$ cat src/source/bpu_settings.svh
`ifndef BPU_SETTINGS_SVH
`define BPU_SETTINGS_SVH

// Fetch address width
`define BPU_ADDR_W 32

// Target buffer geometry
`define BTB_WAY 4
`define BTB_SET 64
`define BTB_TAG_W 8
`define BTB_TGT_W 30

// Direction counters
`define BHT_ENTRIES 256

// Derived field widths and positions within the pc
`define BTB_BANK_W ($clog2(`BTB_WAY))
`define BTB_SET_W ($clog2(`BTB_SET))
`define BTB_SET_LO (2 + `BTB_BANK_W)
`define BTB_TAG_LO (`BTB_SET_LO + `BTB_SET_W)
`define BTB_ENTRY_W (`BTB_TAG_W + 1 + `BTB_TGT_W)
`define BHT_IDX_W ($clog2(`BHT_ENTRIES))

`endif
$ cat src/source/bpu_pkg.sv
package bpu_pkg;

    // Branch kind stored with each target buffer entry
    typedef enum logic {
        BR_COND = 1'b0,
        BR_JUMP = 1'b1
    } br_kind_e;

endpackage

$ cat src/source/bimodal_table.sv
`timescale 1ns/1ps
`include "bpu_settings.svh"

module bimodal_table (
    input  logic                   clk,
    input  logic                   rst,
    input  logic                   stall,
    input  logic [`BPU_ADDR_W-1:0] pc,
    input  logic                   update,
    input  logic                   update_taken,
    input  logic [`BPU_ADDR_W-1:0] update_pc,
    input  bpu_pkg::br_kind_e      update_kind,
    output logic                   ctr_taken
);

    logic [1:0]            ctr [`BHT_ENTRIES];
    logic [`BHT_IDX_W-1:0] rd_idx;
    logic [`BHT_IDX_W-1:0] up_idx;
    logic [1:0]            up_cur;
    logic [1:0]            up_next;

    assign rd_idx = pc[`BHT_IDX_W+1:2];
    assign up_idx = update_pc[`BHT_IDX_W+1:2];

    ////////////////////////////////////////
    // Saturating counter step

    always_comb begin
        up_cur  = ctr[up_idx];
        up_next = up_cur;
        if (update_taken && up_cur != 2'd3) begin
            up_next = up_cur + 2'd1;
        end else if (!update_taken && up_cur != 2'd0) begin
            up_next = up_cur - 2'd1;
        end
    end

    // All counters start weakly not taken
    always_ff @(posedge clk) begin
        if (rst) begin
            for (int i = 0; i < `BHT_ENTRIES; i++) begin
                ctr[i] <= 2'd1;
            end
            ctr_taken <= 1'b0;
        end else begin
            if (!stall) begin
                ctr_taken <= ctr[rd_idx][1];
            end
            if (update && update_kind == bpu_pkg::BR_COND) begin
                ctr[up_idx] <= up_next;
            end
        end
    end

    a_update_aligned: assert property (
        @(posedge clk) disable iff (rst) update |-> (update_pc[1:0] == 2'b00)
    );

endmodule

$ cat config.mk
export PLATFORM = sky130hd
export DESIGN_NAME = bimodal_table
export DESIGN_NICKNAME = d
export VERILOG_FILES = /design/src/source/bpu_pkg.sv /design/src/source/bimodal_table.sv
export VERILOG_INCLUDE_DIRS = /design/src /design/src/source
export SDC_FILE = /design/constraint.sdc
export NUM_CORES = 1
export LEC_CHECK = 0
export BUFFER_PORTS_ARGS = -buffer_cell sky130_fd_sc_hd__buf_2
export CORE_UTILIZATION = 65
export DETAILED_ROUTE_END_ITERATION = 10
export GPL_TIMING_DRIVEN = 1
export PLACE_DENSITY_LB_ADDON = 0.05
export REMOVE_ABC_BUFFERS = 1
export SETUP_SLACK_MARGIN = 0.05
export SLEW_MARGIN = 20
export SYNTH_ARGS = -nofsm -noshare
export SYNTH_HDL_FRONTEND = slang
export SYNTH_SLANG_ARGS = --single-unit
$ cat constraint.sdc
create_clock -name clk -period 8.8 [get_ports clk]
set_input_delay 0 -clock clk [delete_from_list [all_inputs] [get_ports clk]]
set_output_delay 0 -clock clk [all_outputs]
set_load 0.1 [all_outputs]
Yosys cells after proc, flatten, opt, wreduce, memory -nomap -nowiden
Memories as Yosys holds them, arrays and structs flattened. A register that Yosys moved wholly into a read port is not among the register bits. Index checks and enable logic that the tools add are counted.

Register bits after elaboration: 0. RAM bits: 512. Input port bits: 70. Output and inout port bits: 1. Word-level logic and storage cells: 22. Memories: 1.

Add/sub/neg operators: 2. Eq/ne operators: 1. Muxes and demuxes: 10. Bitwise gates (word level): 1. Reductions and logical operators: 7.

Memory list: ctr (words 256, bits a word 2, read ports 2, clocked after Yosys merged registers in 1, write ports 256, RTL line bimodal_table.sv:16) `` logic [1:0] ctr [`BHT_ENTRIES]; ``.

Operator list (number): $mux W8 (1); $mux W1 (6); $mux W2 (3); $logic_and A1 B1 Y1 (3); $add A2 B1 Y2 const B (1); $logic_not A1 Y1 (2); $ne A2 B2 Y1 const B (1); $reduce_bool A2 Y1 (1); $reduce_or A2 Y1 (1); $sub A2 B1 Y2 const B (1); $not A1 Y1 (1).

Logic depth before layout (Yosys ltp)
Depth in word-level cells: 7. Mapped depth: 21. Gate-level depth less buffers: 13.

Worst setup path before layout
OpenSTA, ideal clock, no wires.

Path type: input -> register. Start: input update_pc[2]. End: memory ctr[0][0], data pin. Setup time: 0.267 ns. Data arrival time: 3.493 ns. Data required time: 8.533 ns. Slack: 5.041 ns. Cell stages on the path: 19. Buffers on the path: 8. Path through: buf_6 > buf_12 > buf_12 > buf_12 > buf_8 > buf_6 > mux4_2 > mux2_2 > nand2_1 > a32oi_1 > a211oi_2 > a21o_1 > inv_1 > ha_1 > mux2_2 > a21oi_1 > clkbuf_1 > clkbuf_1 > o21ai_0.

RTL lines: from (decl) (RTL line bimodal_table.sv:11) `` input logic [`BPU_ADDR_W-1:0] update_pc, ``; to (decl) (RTL line bimodal_table.sv:16).

==> flow_summary.toml <==
[grt]
antenna_found_initial = 2
first_global_vias = 19792
grt_overflow = 0
grt_max_degree = 213
grt_use_total_pct = 34.58
grt_first_pass_wirelength_mm = 120.6

[run]
maxCapViolCount = 0

[hold_path]
hold_class = "input pin to register"
min_from = "pc[7]"

[floorplan]
fp.dieW_um = 216.8
core_um2 = 45480
start_util_pct = 65.96
die_area_um2 = 47020
die_h_um = 216.8
rows = 78
boundaryPins = 71

[critical_path]
cp_slowest_cell = "or4b_1"
endpoint = "ctr[10][1]$_SDFFCE_PN0P_"
cp_top_family = "simple AND/OR/NAND/NOR gates"
cp.required_ps = 9240
reg2reg_from = "ctr[112][0]$_SDFFCE_PN1P_"
arrival_ps = 5900
crit_path_end_kind = "register"
crit_chain = "buf_2 > buf_4 > or4b_1 > buf_4 > nand2b_1 > nand4_1 > nor4_1 > o211ai_1 > a32oi_1 > and2_1 > inv_1 > ha_1 > mux2_2 > nand3_1 > nand3_4 > buf_12 > nor3_1"
critical_path.startpoint = "update_pc[7]"
r2r_cells = 13
crit_fanout = 94
timing.critical_path.mode_cell = "buf_4"
worstReg2RegEnd = "ctr[10][1]$_SDFFCE_PN0P_"
critical_path_class = "input pin to register"
worst_path_largest_cell_delay_ps = 780
cp.depth = 17
worst-path-buf-inv = 5
crit_path_start_kind = "input pin"
r2r_setup_slack_ps = 3470

[cells_and_area]
fill_cells = 3238
drive_above_1_share_pct = 34.88
area_growth_pct = 4.367
stdcell_count = 2886
utilization_pct = 68.84
final_cell_mix = "512 x edfxtp_1, 281 x nor2_1, 266 x o21ai_0, 258 x or2_2, 220 x nor3_2"
final_nets = 2312
final_area_um2 = 31310
layout_commonest_cell = "edfxtp_1"

[placement]
place_congestion = 0.8783
dpl_cell_area_um2 = 29630
dp_hpwl_mm = 46.98
port_buffers = 22
dp_cells = 2783
pre_cts_ws_ps = 2837

[timing]
fmax_ghz = 0.1831
final-setup-viol-count = 0
hold_viol = 0
slew_violations = 0
slew_headroom_pct = 22.24
holdWs_ps = 60.18
fin_crit_sh_pct = 62.07
min_period_ps = 5462
setup_ws_ps = 3338
finClkSkew_ps = 27.67
worst_slew_pin_slew_ps = 1162
rsz0062_at_grt = "false"

[drt]
num_vias = 20206
vias_per_cell = 7.001
drc = 0
drt_pre_antenna_iters = 5
post_drt_wl_per_cell_um = 27.74
detail_route.iter0.violations = 2619
finalWirelength_mm = 80.05
ant_nets = 0

[yosys]
synth_cell_types = 67
yosysWarnings = 0
yosysSeqAreaShare_pct = 51.32
synth_area_per_cell_um2 = 12.49
ys.flop_type = "edfxtp_1"
syn-cell-area_um2 = 30000
yosys_register_bits = 513
async_flop_share_pct = 0
syn_inst = 2402
synth_edf_count = 512

[clock_network]
clockBufferDepth = 3
cts_made_buffers = 54
path_clk_slew_ps = 60
cts_resized = 0
clock_latency_ps = 620
cts_setup_buffers = 0
cts-root-buf = "clkbuf_16"
h-tree-depth = 2
cts_tree = "built"
cts_sinks = 513

[pwr]
peakVddDrop_mv = 0.1857
power_density_nw_per_um2 = 187.1
p_leak_uw = 0.009084

[outcome]
status = "finished clean"
synth_stat cells (all sizes together), types with 13 or more instances:
cell type	number	share of area [%]
mux2i	97	3.2
or2	258	5.4
nor3	257	8.0
nand2b	15	0.31
nand2	58	0.73
mux4	160	12
clkbuf	164	2.1
a211oi	13	0.34
edfxtp	512	51
o21ai	266	4.4
nand3	28	0.51
nor2	281	3.5
buf	124	3.8
a22oi	37	0.93
flip-flops by register name, indices dropped and copies added (netlist names):
name,cells
ctr,512
ctr_taken,1
cell type report:
cell class	count	area (um2)	area share [%]
Clock inverter	32	201.4	0.6434
Antenna cell	1	2.502	0.007993
Clock buffer	69	1469	4.692
Timing Repair Buffer	74	616.8	1.970
Inverter	10	37.54	0.1199
Tap cell	600	750.7	2.398
Sequential cell	513	15390	49.17
Multi-Input combinational cell	1587	12840	41.00
worst min path at each step:
stage,to,depth (start not counted)
6_report,ctr_taken$_SDFFE_PP0N_,4
5_1_grt,ctr_taken$_SDFFE_PP0N_,3
4_1_cts,ctr_taken$_SDFFE_PP0N_,4
3_5_place_dp,ctr_taken$_SDFFE_PP0N_,2
3_3_place_gp,ctr_taken$_SDFFE_PP0N_,2
2_1_floorplan,ctr_taken$_SDFFE_PP0N_,1
through the flow:
stage          total power [uW]  setup TNS (ps)
2_1_floorplan              3310         -410150
3_3_place_gp               3684               0
3_5_place_dp               3695               0
4_1_cts                    5846               0
5_1_grt                    5996               0
6_report                   5858               0
worst reg2reg max path: stages (launching register included):
cell and delay, ps:
edfxtp_1 370, mux4_2 480, o211ai_1 370, nand4_1 250, nor4_1 640, and3_1 360
and2_1 190, inv_1 60, ha_1 210, mux2_2 330, nand3_1 150, nand3_4 780
buf_12 590, nor3_1 380
cell families after synthesis:
family	synth area share, %
simple gates	19.84
mux	15.64
compound gates	7.011
buf+inv	6.114
fa+ha+maj	0.08340
flops	51.32
power by group:
part / total (uW) / switching [uW] / internal, uW
Combinational: 907 / 678 / 229
Clock: 2200 / 965 / 1230
Sequential: 2750 / 25.0 / 2730
Total: 5860 / 1670 / 4190
what timing repair did:
item                       4_1_cts  5_1_grt
hold buffers                     1        0
hold endpoints to repair         1        0
setup endpoints to repair        0        0
layer usage:
metal	up-vias	global-route usage, %	wire length (um)	share of wire [%]
met2	1166	55.64	38930	49
met4	2	12.32	2662	3.3
li1	8649	-	-	-
met5	-	0	12	0.015
met1	10217	47.85	30530	38
met3	172	5.968	7904	9.9
Note: power is estimated with default switching activity, not from simulation.
