--- src/source/bpu_settings.svh ---
`ifndef BPU_SETTINGS_SVH
`define BPU_SETTINGS_SVH

// Fetch address width
`define BPU_ADDR_W 32

// Target buffer geometry
`define BTB_WAY 4
`define BTB_SET 64
`define BTB_TAG_W 8
`define BTB_TGT_W 30

// Direction counters
`define BHT_ENTRIES 256

// Derived field widths and positions within the pc
`define BTB_BANK_W ($clog2(`BTB_WAY))
`define BTB_SET_W ($clog2(`BTB_SET))
`define BTB_SET_LO (2 + `BTB_BANK_W)
`define BTB_TAG_LO (`BTB_SET_LO + `BTB_SET_W)
`define BTB_ENTRY_W (`BTB_TAG_W + 1 + `BTB_TGT_W)
`define BHT_IDX_W ($clog2(`BHT_ENTRIES))

`endif
--- src/source/bpu_pkg.sv ---
package bpu_pkg;

    // Branch kind stored with each target buffer entry
    typedef enum logic {
        BR_COND = 1'b0,
        BR_JUMP = 1'b1
    } br_kind_e;

endpackage

--- src/source/pred_select.sv ---
`timescale 1ns/1ps
`include "bpu_settings.svh"

module pred_select (
    input  logic                   clk,
    input  logic                   rst,
    input  logic                   stall,
    input  logic [`BPU_ADDR_W-1:0] pc,
    input  logic                   entry_valid,
    input  logic [`BTB_TAG_W-1:0]  entry_tag,
    input  bpu_pkg::br_kind_e      entry_kind,
    input  logic [`BTB_TGT_W-1:0]  entry_target,
    input  logic                   ctr_taken,
    output logic                   pred_hit,
    output logic                   pred_taken,
    output logic [`BPU_ADDR_W-1:0] next_pc
);

    logic [`BPU_ADDR_W-1:0] s2_pc;

    always_ff @(posedge clk) begin
        if (rst) begin
            s2_pc <= '0;
        end else if (!stall) begin
            s2_pc <= pc;
        end
    end

    ////////////////////////////////////////
    // Tag compare and direction

    assign pred_hit = entry_valid &&
                      (entry_tag == s2_pc[`BTB_TAG_LO+`BTB_TAG_W-1:`BTB_TAG_LO]);

    // Jumps ignore the counter
    assign pred_taken = pred_hit && (entry_kind == bpu_pkg::BR_JUMP || ctr_taken);

    assign next_pc = pred_taken ? {entry_target, 2'b00} : s2_pc + `BPU_ADDR_W'(4);

    a_taken_needs_hit: assert property (
        @(posedge clk) disable iff (rst) pred_taken |-> pred_hit
    );

    // Lookup outputs hold while stalled, training still runs
    a_stall_holds: assert property (
        @(posedge clk) disable iff (rst)
        ($past(stall) && !$past(rst)) |-> ($stable(next_pc) && $stable(pred_hit))
    );

endmodule

--- config.mk ---
export PLATFORM = sky130hd
export DESIGN_NAME = pred_select
export DESIGN_NICKNAME = d
export VERILOG_FILES = /design/src/source/bpu_pkg.sv /design/src/source/pred_select.sv
export VERILOG_INCLUDE_DIRS = /design/src /design/src/source
export SDC_FILE = /design/constraint.sdc
export NUM_CORES = 1
export LEC_CHECK = 0
export BUFFER_PORTS_ARGS = -buffer_cell sky130_fd_sc_hd__clkbuf_2
export CAP_MARGIN = 0
export CORE_ASPECT_RATIO = 2
export CORE_MARGIN = 4
export CORE_UTILIZATION = 46
export CTS_CLUSTER_DIAMETER = 50
export DETAILED_ROUTE_END_ITERATION = 8
export HOLD_SLACK_MARGIN = 0.02
export PLACE_DENSITY = 0.81
export SETUP_SLACK_MARGIN = 0.4
export SLEW_MARGIN = 20
export SYNTH_ARGS = -nofsm -noshare
export SYNTH_HDL_FRONTEND = slang
export SYNTH_SLANG_ARGS = --single-unit
--- constraint.sdc ---
create_clock -name clk -period 2.9 [get_ports clk]
set_clock_uncertainty 0.2 [all_clocks]
set_input_delay 0.29 -clock clk [delete_from_list [all_inputs] [get_ports clk]]
set_output_delay 0.29 -clock clk [all_outputs]
set_load 0.01 [all_outputs]
== After elaboration in Yosys (flattened, before gate mapping) ==
Cells that the tools add are included.

* Equality and inequality tests: 1
* Multiplexer cells: 1
* Reductions and logical operators: 3
* Add/subtract/negate cells: 1

{| class="wikitable"
|+ Operator list
! cell !! number
|-
| adder 32 x 3 -> 32 bit, second input constant || 1
|-
| two-way mux 32 bit || 1
|-
| equality test 8 bit || 1
|-
| logical AND 1 bit || 2
|-
| logical OR 1 bit || 1
|}

* Bits of input ports: 76
* Flip-flop bits (word level): 32
* Word-level logic and storage cells: 7
* Output and inout bits: 34

== Longest topological paths before layout ==
* Depth after elaboration: 4
* Mapped depth: 8
* Gate-level depth less buffers: 6

== Worst setup path after synthesis ==
OpenSTA, ideal clock, no wires.

* Path kind: flip-flop to output port
* Start point: register s2_pc[11]
* End point: output port next_pc[29]
* Arrival time: 1.678 ns
* Slack: 0.732 ns
* Stages on the path, launching flop included: 7
* Data required time: 2.410 ns
* Path through: dfxtp_1 > buf_2 > nand4_2 > nor4_4 > nand4_1 > xnor2_1 > mux2_1

* Word-level cells in the longest chain between the ends: 4
* Elaborated cells between the ends (all ways): 5

{| class="wikitable"
|+ Ends and longest elaborated chain
! what !! line !! source
|-
| start, declared || pred_select.sv:19 || <nowiki>logic [`BPU_ADDR_W-1:0] s2_pc;</nowiki>
|-
| start signal, assigned || pred_select.sv:25 || <nowiki>s2_pc <= pc;</nowiki>
|-
| parallel branches: the longest is 3 deep, another holds adder 32 x 3 -> 32 bit || - ||
|-
| two-way mux 32 bit (*) || pred_select.sv:38 || <nowiki>assign next_pc = pred_taken ? {entry_target, 2'b00} : s2_pc + `BPU_ADDR_W'(4);</nowiki>
|-
| end, declared || pred_select.sv:16 || <nowiki>output logic [`BPU_ADDR_W-1:0] next_pc</nowiki>
|}

Mark *: on every way between the ends.

== Worst setup path in the final report ==
* Start point: register s2_pc[20]
* End point: output port next_pc[29]

* Word-level cells in the longest chain between the ends: 2

{| class="wikitable"
|+ Ends and longest elaborated chain
! what !! line
|-
| adder 32 x 3 -> 32 bit || pred_select.sv:38
|-
| two-way mux 32 bit || pred_select.sv:38
|}

Every way passes these cells.

==> impl_metrics.env <==
export IMPL_final_period_utilization_pct=88.7
export IMPL_drc=0
export IMPL_min_from="pc[29]"
export IMPL_portBuffers=109
export IMPL_clock_sink_count=32
export IMPL_grt_use_total_pct=20.5
export IMPL_setup_ws_ns=0.327
export IMPL_core_rowCount=34
export IMPL_final_nets=466
export IMPL_worstPathBufferInverterCount=1
export IMPL_worst_r2r_startpoint="s2_pc[8]$_SDFFE_PP0N_"
export IMPL_regMostFlops="s2_pc"
export IMPL_ctsLongestPathBuffers=2
export IMPL_largest_reg_flops=32
export IMPL_grt_start_max_net_pins=33
export IMPL_first_global_vias=2218
export IMPL_post_place_ws_ns=0.378
export IMPL_inserted_clock_buffers=5
export IMPL_max_freq_mhz=389
export IMPL_holdBufCountCts=0
export IMPL_yosysWarnings=0
export IMPL_floorplan_initialDensity_pct=48.3
export IMPL_placeableCoreArea_mm2=0.00442
export IMPL_grt_residual_overflow=0
export IMPL_vias_per_cell=5.39
export IMPL_cp_slowest_cell="sky130_fd_sc_hd__dfxtp_1"
export IMPL_cts_tree="built"
export IMPL_num_vias=2386
export IMPL_path_delay_family="simple AND/OR/NAND/NOR gates"
export IMPL_cp_common_cell="sky130_fd_sc_hd__nand4_1"
export IMPL_ys_top_cells_by_count="sky130_fd_sc_hd__nor2_1 (37), sky130_fd_sc_hd__mux2i_1 (33), sky130_fd_sc_hd__nand2_1 (33)"
export IMPL_clkPwrFrac_pct=33.0
export IMPL_async_flop_share_pct=0
export IMPL_post_layout_nonfiller_instances=443
export IMPL_area_growth_pct=58.2
export IMPL_number_of_enable_type_register_cells_in_the_synthesized_netlist=0
export IMPL_netlist_cell_type_count=25
export IMPL_hold_viol=0
export IMPL_synth_seq_cells=32
export IMPL_placed_cells_incl_taps=408
export IMPL_setup_repair_after_global_routing_missed_its_margin="true"
export IMPL_min_period_ns=2.57
export IMPL_class_of_the_worst_hold_path="input pin to register"
export IMPL_net_load_switching_power_mw=0.308
export IMPL_synth_largest_area_cell="sky130_fd_sc_hd__dfxtp_1"
export IMPL_die_w_um=56.2
export IMPL_run_status="finished clean"
export IMPL_power_density_normalized_to_cell_area_mw_per_mm2=330
export IMPL_share_seq_of_total_power_pct=45.4
export IMPL_crit_type="register to output port"
export IMPL_route_antenna_remaining_nets=0
export IMPL_routed_wire_length_per_instance_um=15.7
export IMPL_timing_slew_headroom_pct=56.6
export IMPL_biggest_registers_after_layout="s2_pc (32)"
export IMPL_io_pins=110
export IMPL_routabilityCongestion=0.795
export IMPL_synth_ff_type="sky130_fd_sc_hd__dfxtp_1"
export IMPL_drt_iter0_markers=40
export IMPL_clock_input_transition_at_the_sequential_cells_of_the_worst_setup_and_hold_paths_ns=0.06
export IMPL_yosys_cell_count_top_type="sky130_fd_sc_hd__nor2_1"
export IMPL_mappedNetlistArea_mm2=0.00214
export IMPL_synth_net_count=336
export IMPL_totalNegativeSetupSlack_ns=0
export IMPL_clk_root_buffer_cell="sky130_fd_sc_hd__clkbuf_8"
export IMPL_slew_at_the_pin_closest_to_its_max_slew_limit_ns=0.651
export IMPL_fraction_of_post_synthesis_cell_area_in_the_top_cell_type_by_area_pct=30.0
export IMPL_largest_incremental_delay_on_the_critical_path_ns=0.49
export IMPL_die_area_mm2=0.00586
export IMPL_worst_ep_required_time_ns=2.41
export IMPL_power_leakage_nw=1.60
export IMPL_peakVddDrop_mv=0.371
export IMPL_crit_path_end_kind="output port"
export IMPL_synth_area_leaders="sky130_fd_sc_hd__dfxtp_1 (30%), sky130_fd_sc_hd__mux2i_1 (15%), sky130_fd_sc_hd__xor2_1 (8.2%)"
export IMPL_worst_endpoint_arrival_ns=2.08
export IMPL_n_antenna_cell=0
export IMPL_startpoint="s2_pc[20]$_SDFFE_PP0N_"
export IMPL_syn_mean_instance_area_um2=8.25
export IMPL_cts_htree_levels=2
export IMPL_antenna_found_initial=0
export IMPL_slew_violations=0
export IMPL_grt_first_pass_wirelength_mm=9.77
export IMPL_total_routed_wirelength_mm=6.94
export IMPL_die_extent_in_y_um=104
export IMPL_p_int_mw=0.807
export IMPL_clk_insertion_delay_late_ns=0.28
export IMPL_drive_above_1_share_pct=50.6
export IMPL_synth_seq_area_share_pct=30.0
export IMPL_n_fill_cell=323
export IMPL_setup_violations=0
export IMPL_p_sw_share_pct=27.6
export IMPL_detailedPlacementHpwl_mm=4.39
export IMPL_detail_route_first_pass_iterations=5
export IMPL_synthCells=259
export IMPL_power_share_combinational_pct=21.6
export IMPL_cp_start_kind="register"
export IMPL_path_max_fanout=8
export IMPL_cap_viol_max_count=0
export IMPL_worstPathCellList="nand4_1 -> nor2_2 -> nand4_1 -> xnor2_1 -> mux2_4 -> clkbuf_2"
==> power by group through the flow <==
| stage | clock [mW] | combinational, mW | sequential, mW |
|---|---|---|---|
| final | 0.368 | 0.241 | 0.507 |
| after detailed placement | 0 | 0.204 | 0.512 |
| after global routing | 0.391 | 0.265 | 0.511 |
| after global placement | 0 | 0.201 | 0.510 |
| after floorplan | 0 | 0.121 | 0.499 |
| after CTS | 0.366 | 0.210 | 0.505 |
==> kinds of logic (layout without fill, tap and decap cells) <==
logic type	Yosys count	count (layout)	synth area share (%)
compound gates	25	25	5.86
xor+xnor	36	36	14.8
fa+ha+maj	1	1	0.586
simple gates	110	110	26.5
flops	32	32	30.0
buf+inv	18	148	4.69
mux	37	37	17.6
==> area by class of cell <==
type	instances	area, µm²	area share (%)
Tap cell	54	67.6	2.00
Inverter	1	3.75	0.111
Timing Repair Buffer	140	920	27.2
Sequential cell	32	696	20.6
Clock buffer	7	96.3	2.85
Multi-Input combinational cell	209	1600	47.2
==> per-layer routing <==
metal / routed length [µm] / share of wire, % / global-route usage (%)
met1: 2110 / 30 / 18.2
met2: 4150 / 60 / 41.0
met3: 389 / 5.6 / 3.85
met4: 285 / 4.1 / 10.4
met5: 0 / 0 / 0
==> cell usage in the layout, fill, tap and decap left out, types with 8 or more instances in the layout <==
cell type                  instances
sky130_fd_sc_hd__clkbuf_2         88
sky130_fd_sc_hd__nor2_1           36
sky130_fd_sc_hd__mux2i_1          33
sky130_fd_sc_hd__nand2_1          27
sky130_fd_sc_hd__buf_4            20
sky130_fd_sc_hd__xor2_1           18
sky130_fd_sc_hd__buf_2            18
sky130_fd_sc_hd__o21ai_1          16
sky130_fd_sc_hd__dfxtp_1          16
sky130_fd_sc_hd__dfxtp_4          14
sky130_fd_sc_hd__nand4_1           9
sky130_fd_sc_hd__xnor2_1           9
sky130_fd_sc_hd__o21ai_0           8
==> what timing repair did <==
| action | 4_1_cts | 5_1_grt |
|---|---|---|
| pin swaps | 6 | 17 |
| setup buffers | 5 | 19 |
| cloned | 2 | 2 |
| gates resized for setup | 29 | 78 |
| setup endpoints to repair | 30 | 30 |
==> worst paths after layout <==
kind                                          endpoint  slack (ns)  depth (start not counted)
worst min register to register   s2_pc[1]$_SDFFE_PP0N_        0.29                          2
worst max register to register   s2_pc[8]$_SDFFE_PP0N_        1.88                          3
worst min-delay path            s2_pc[29]$_SDFFE_PP0N_        0.04                          3
worst max-delay path                       next_pc[29]        0.33                          6
==> metrics by stage <==
step                instance area, µm²  hold slack, ns  total power, mW  utilization [%]
finish                            3380          0.0416             1.12             76.4
global route                      3380          0.0444             1.17             76.4
CTS                               2980          0.0429             1.08             67.4
detailed placement                2700           0.283            0.715             61.0
global placement                  2700           0.276            0.711             61.0
floorplan                         2140           0.162            0.620                -
==> worst reg2reg max path, stage by stage (launching register included) <==
cell and delay [ns]:
sky130_fd_sc_hd__dfxtp_4 0.35, sky130_fd_sc_hd__buf_4 0.14, sky130_fd_sc_hd__mux2i_1 0.14, sky130_fd_sc_hd__nor2_1 0.05
Note: power is estimated with default switching activity, not from simulation.
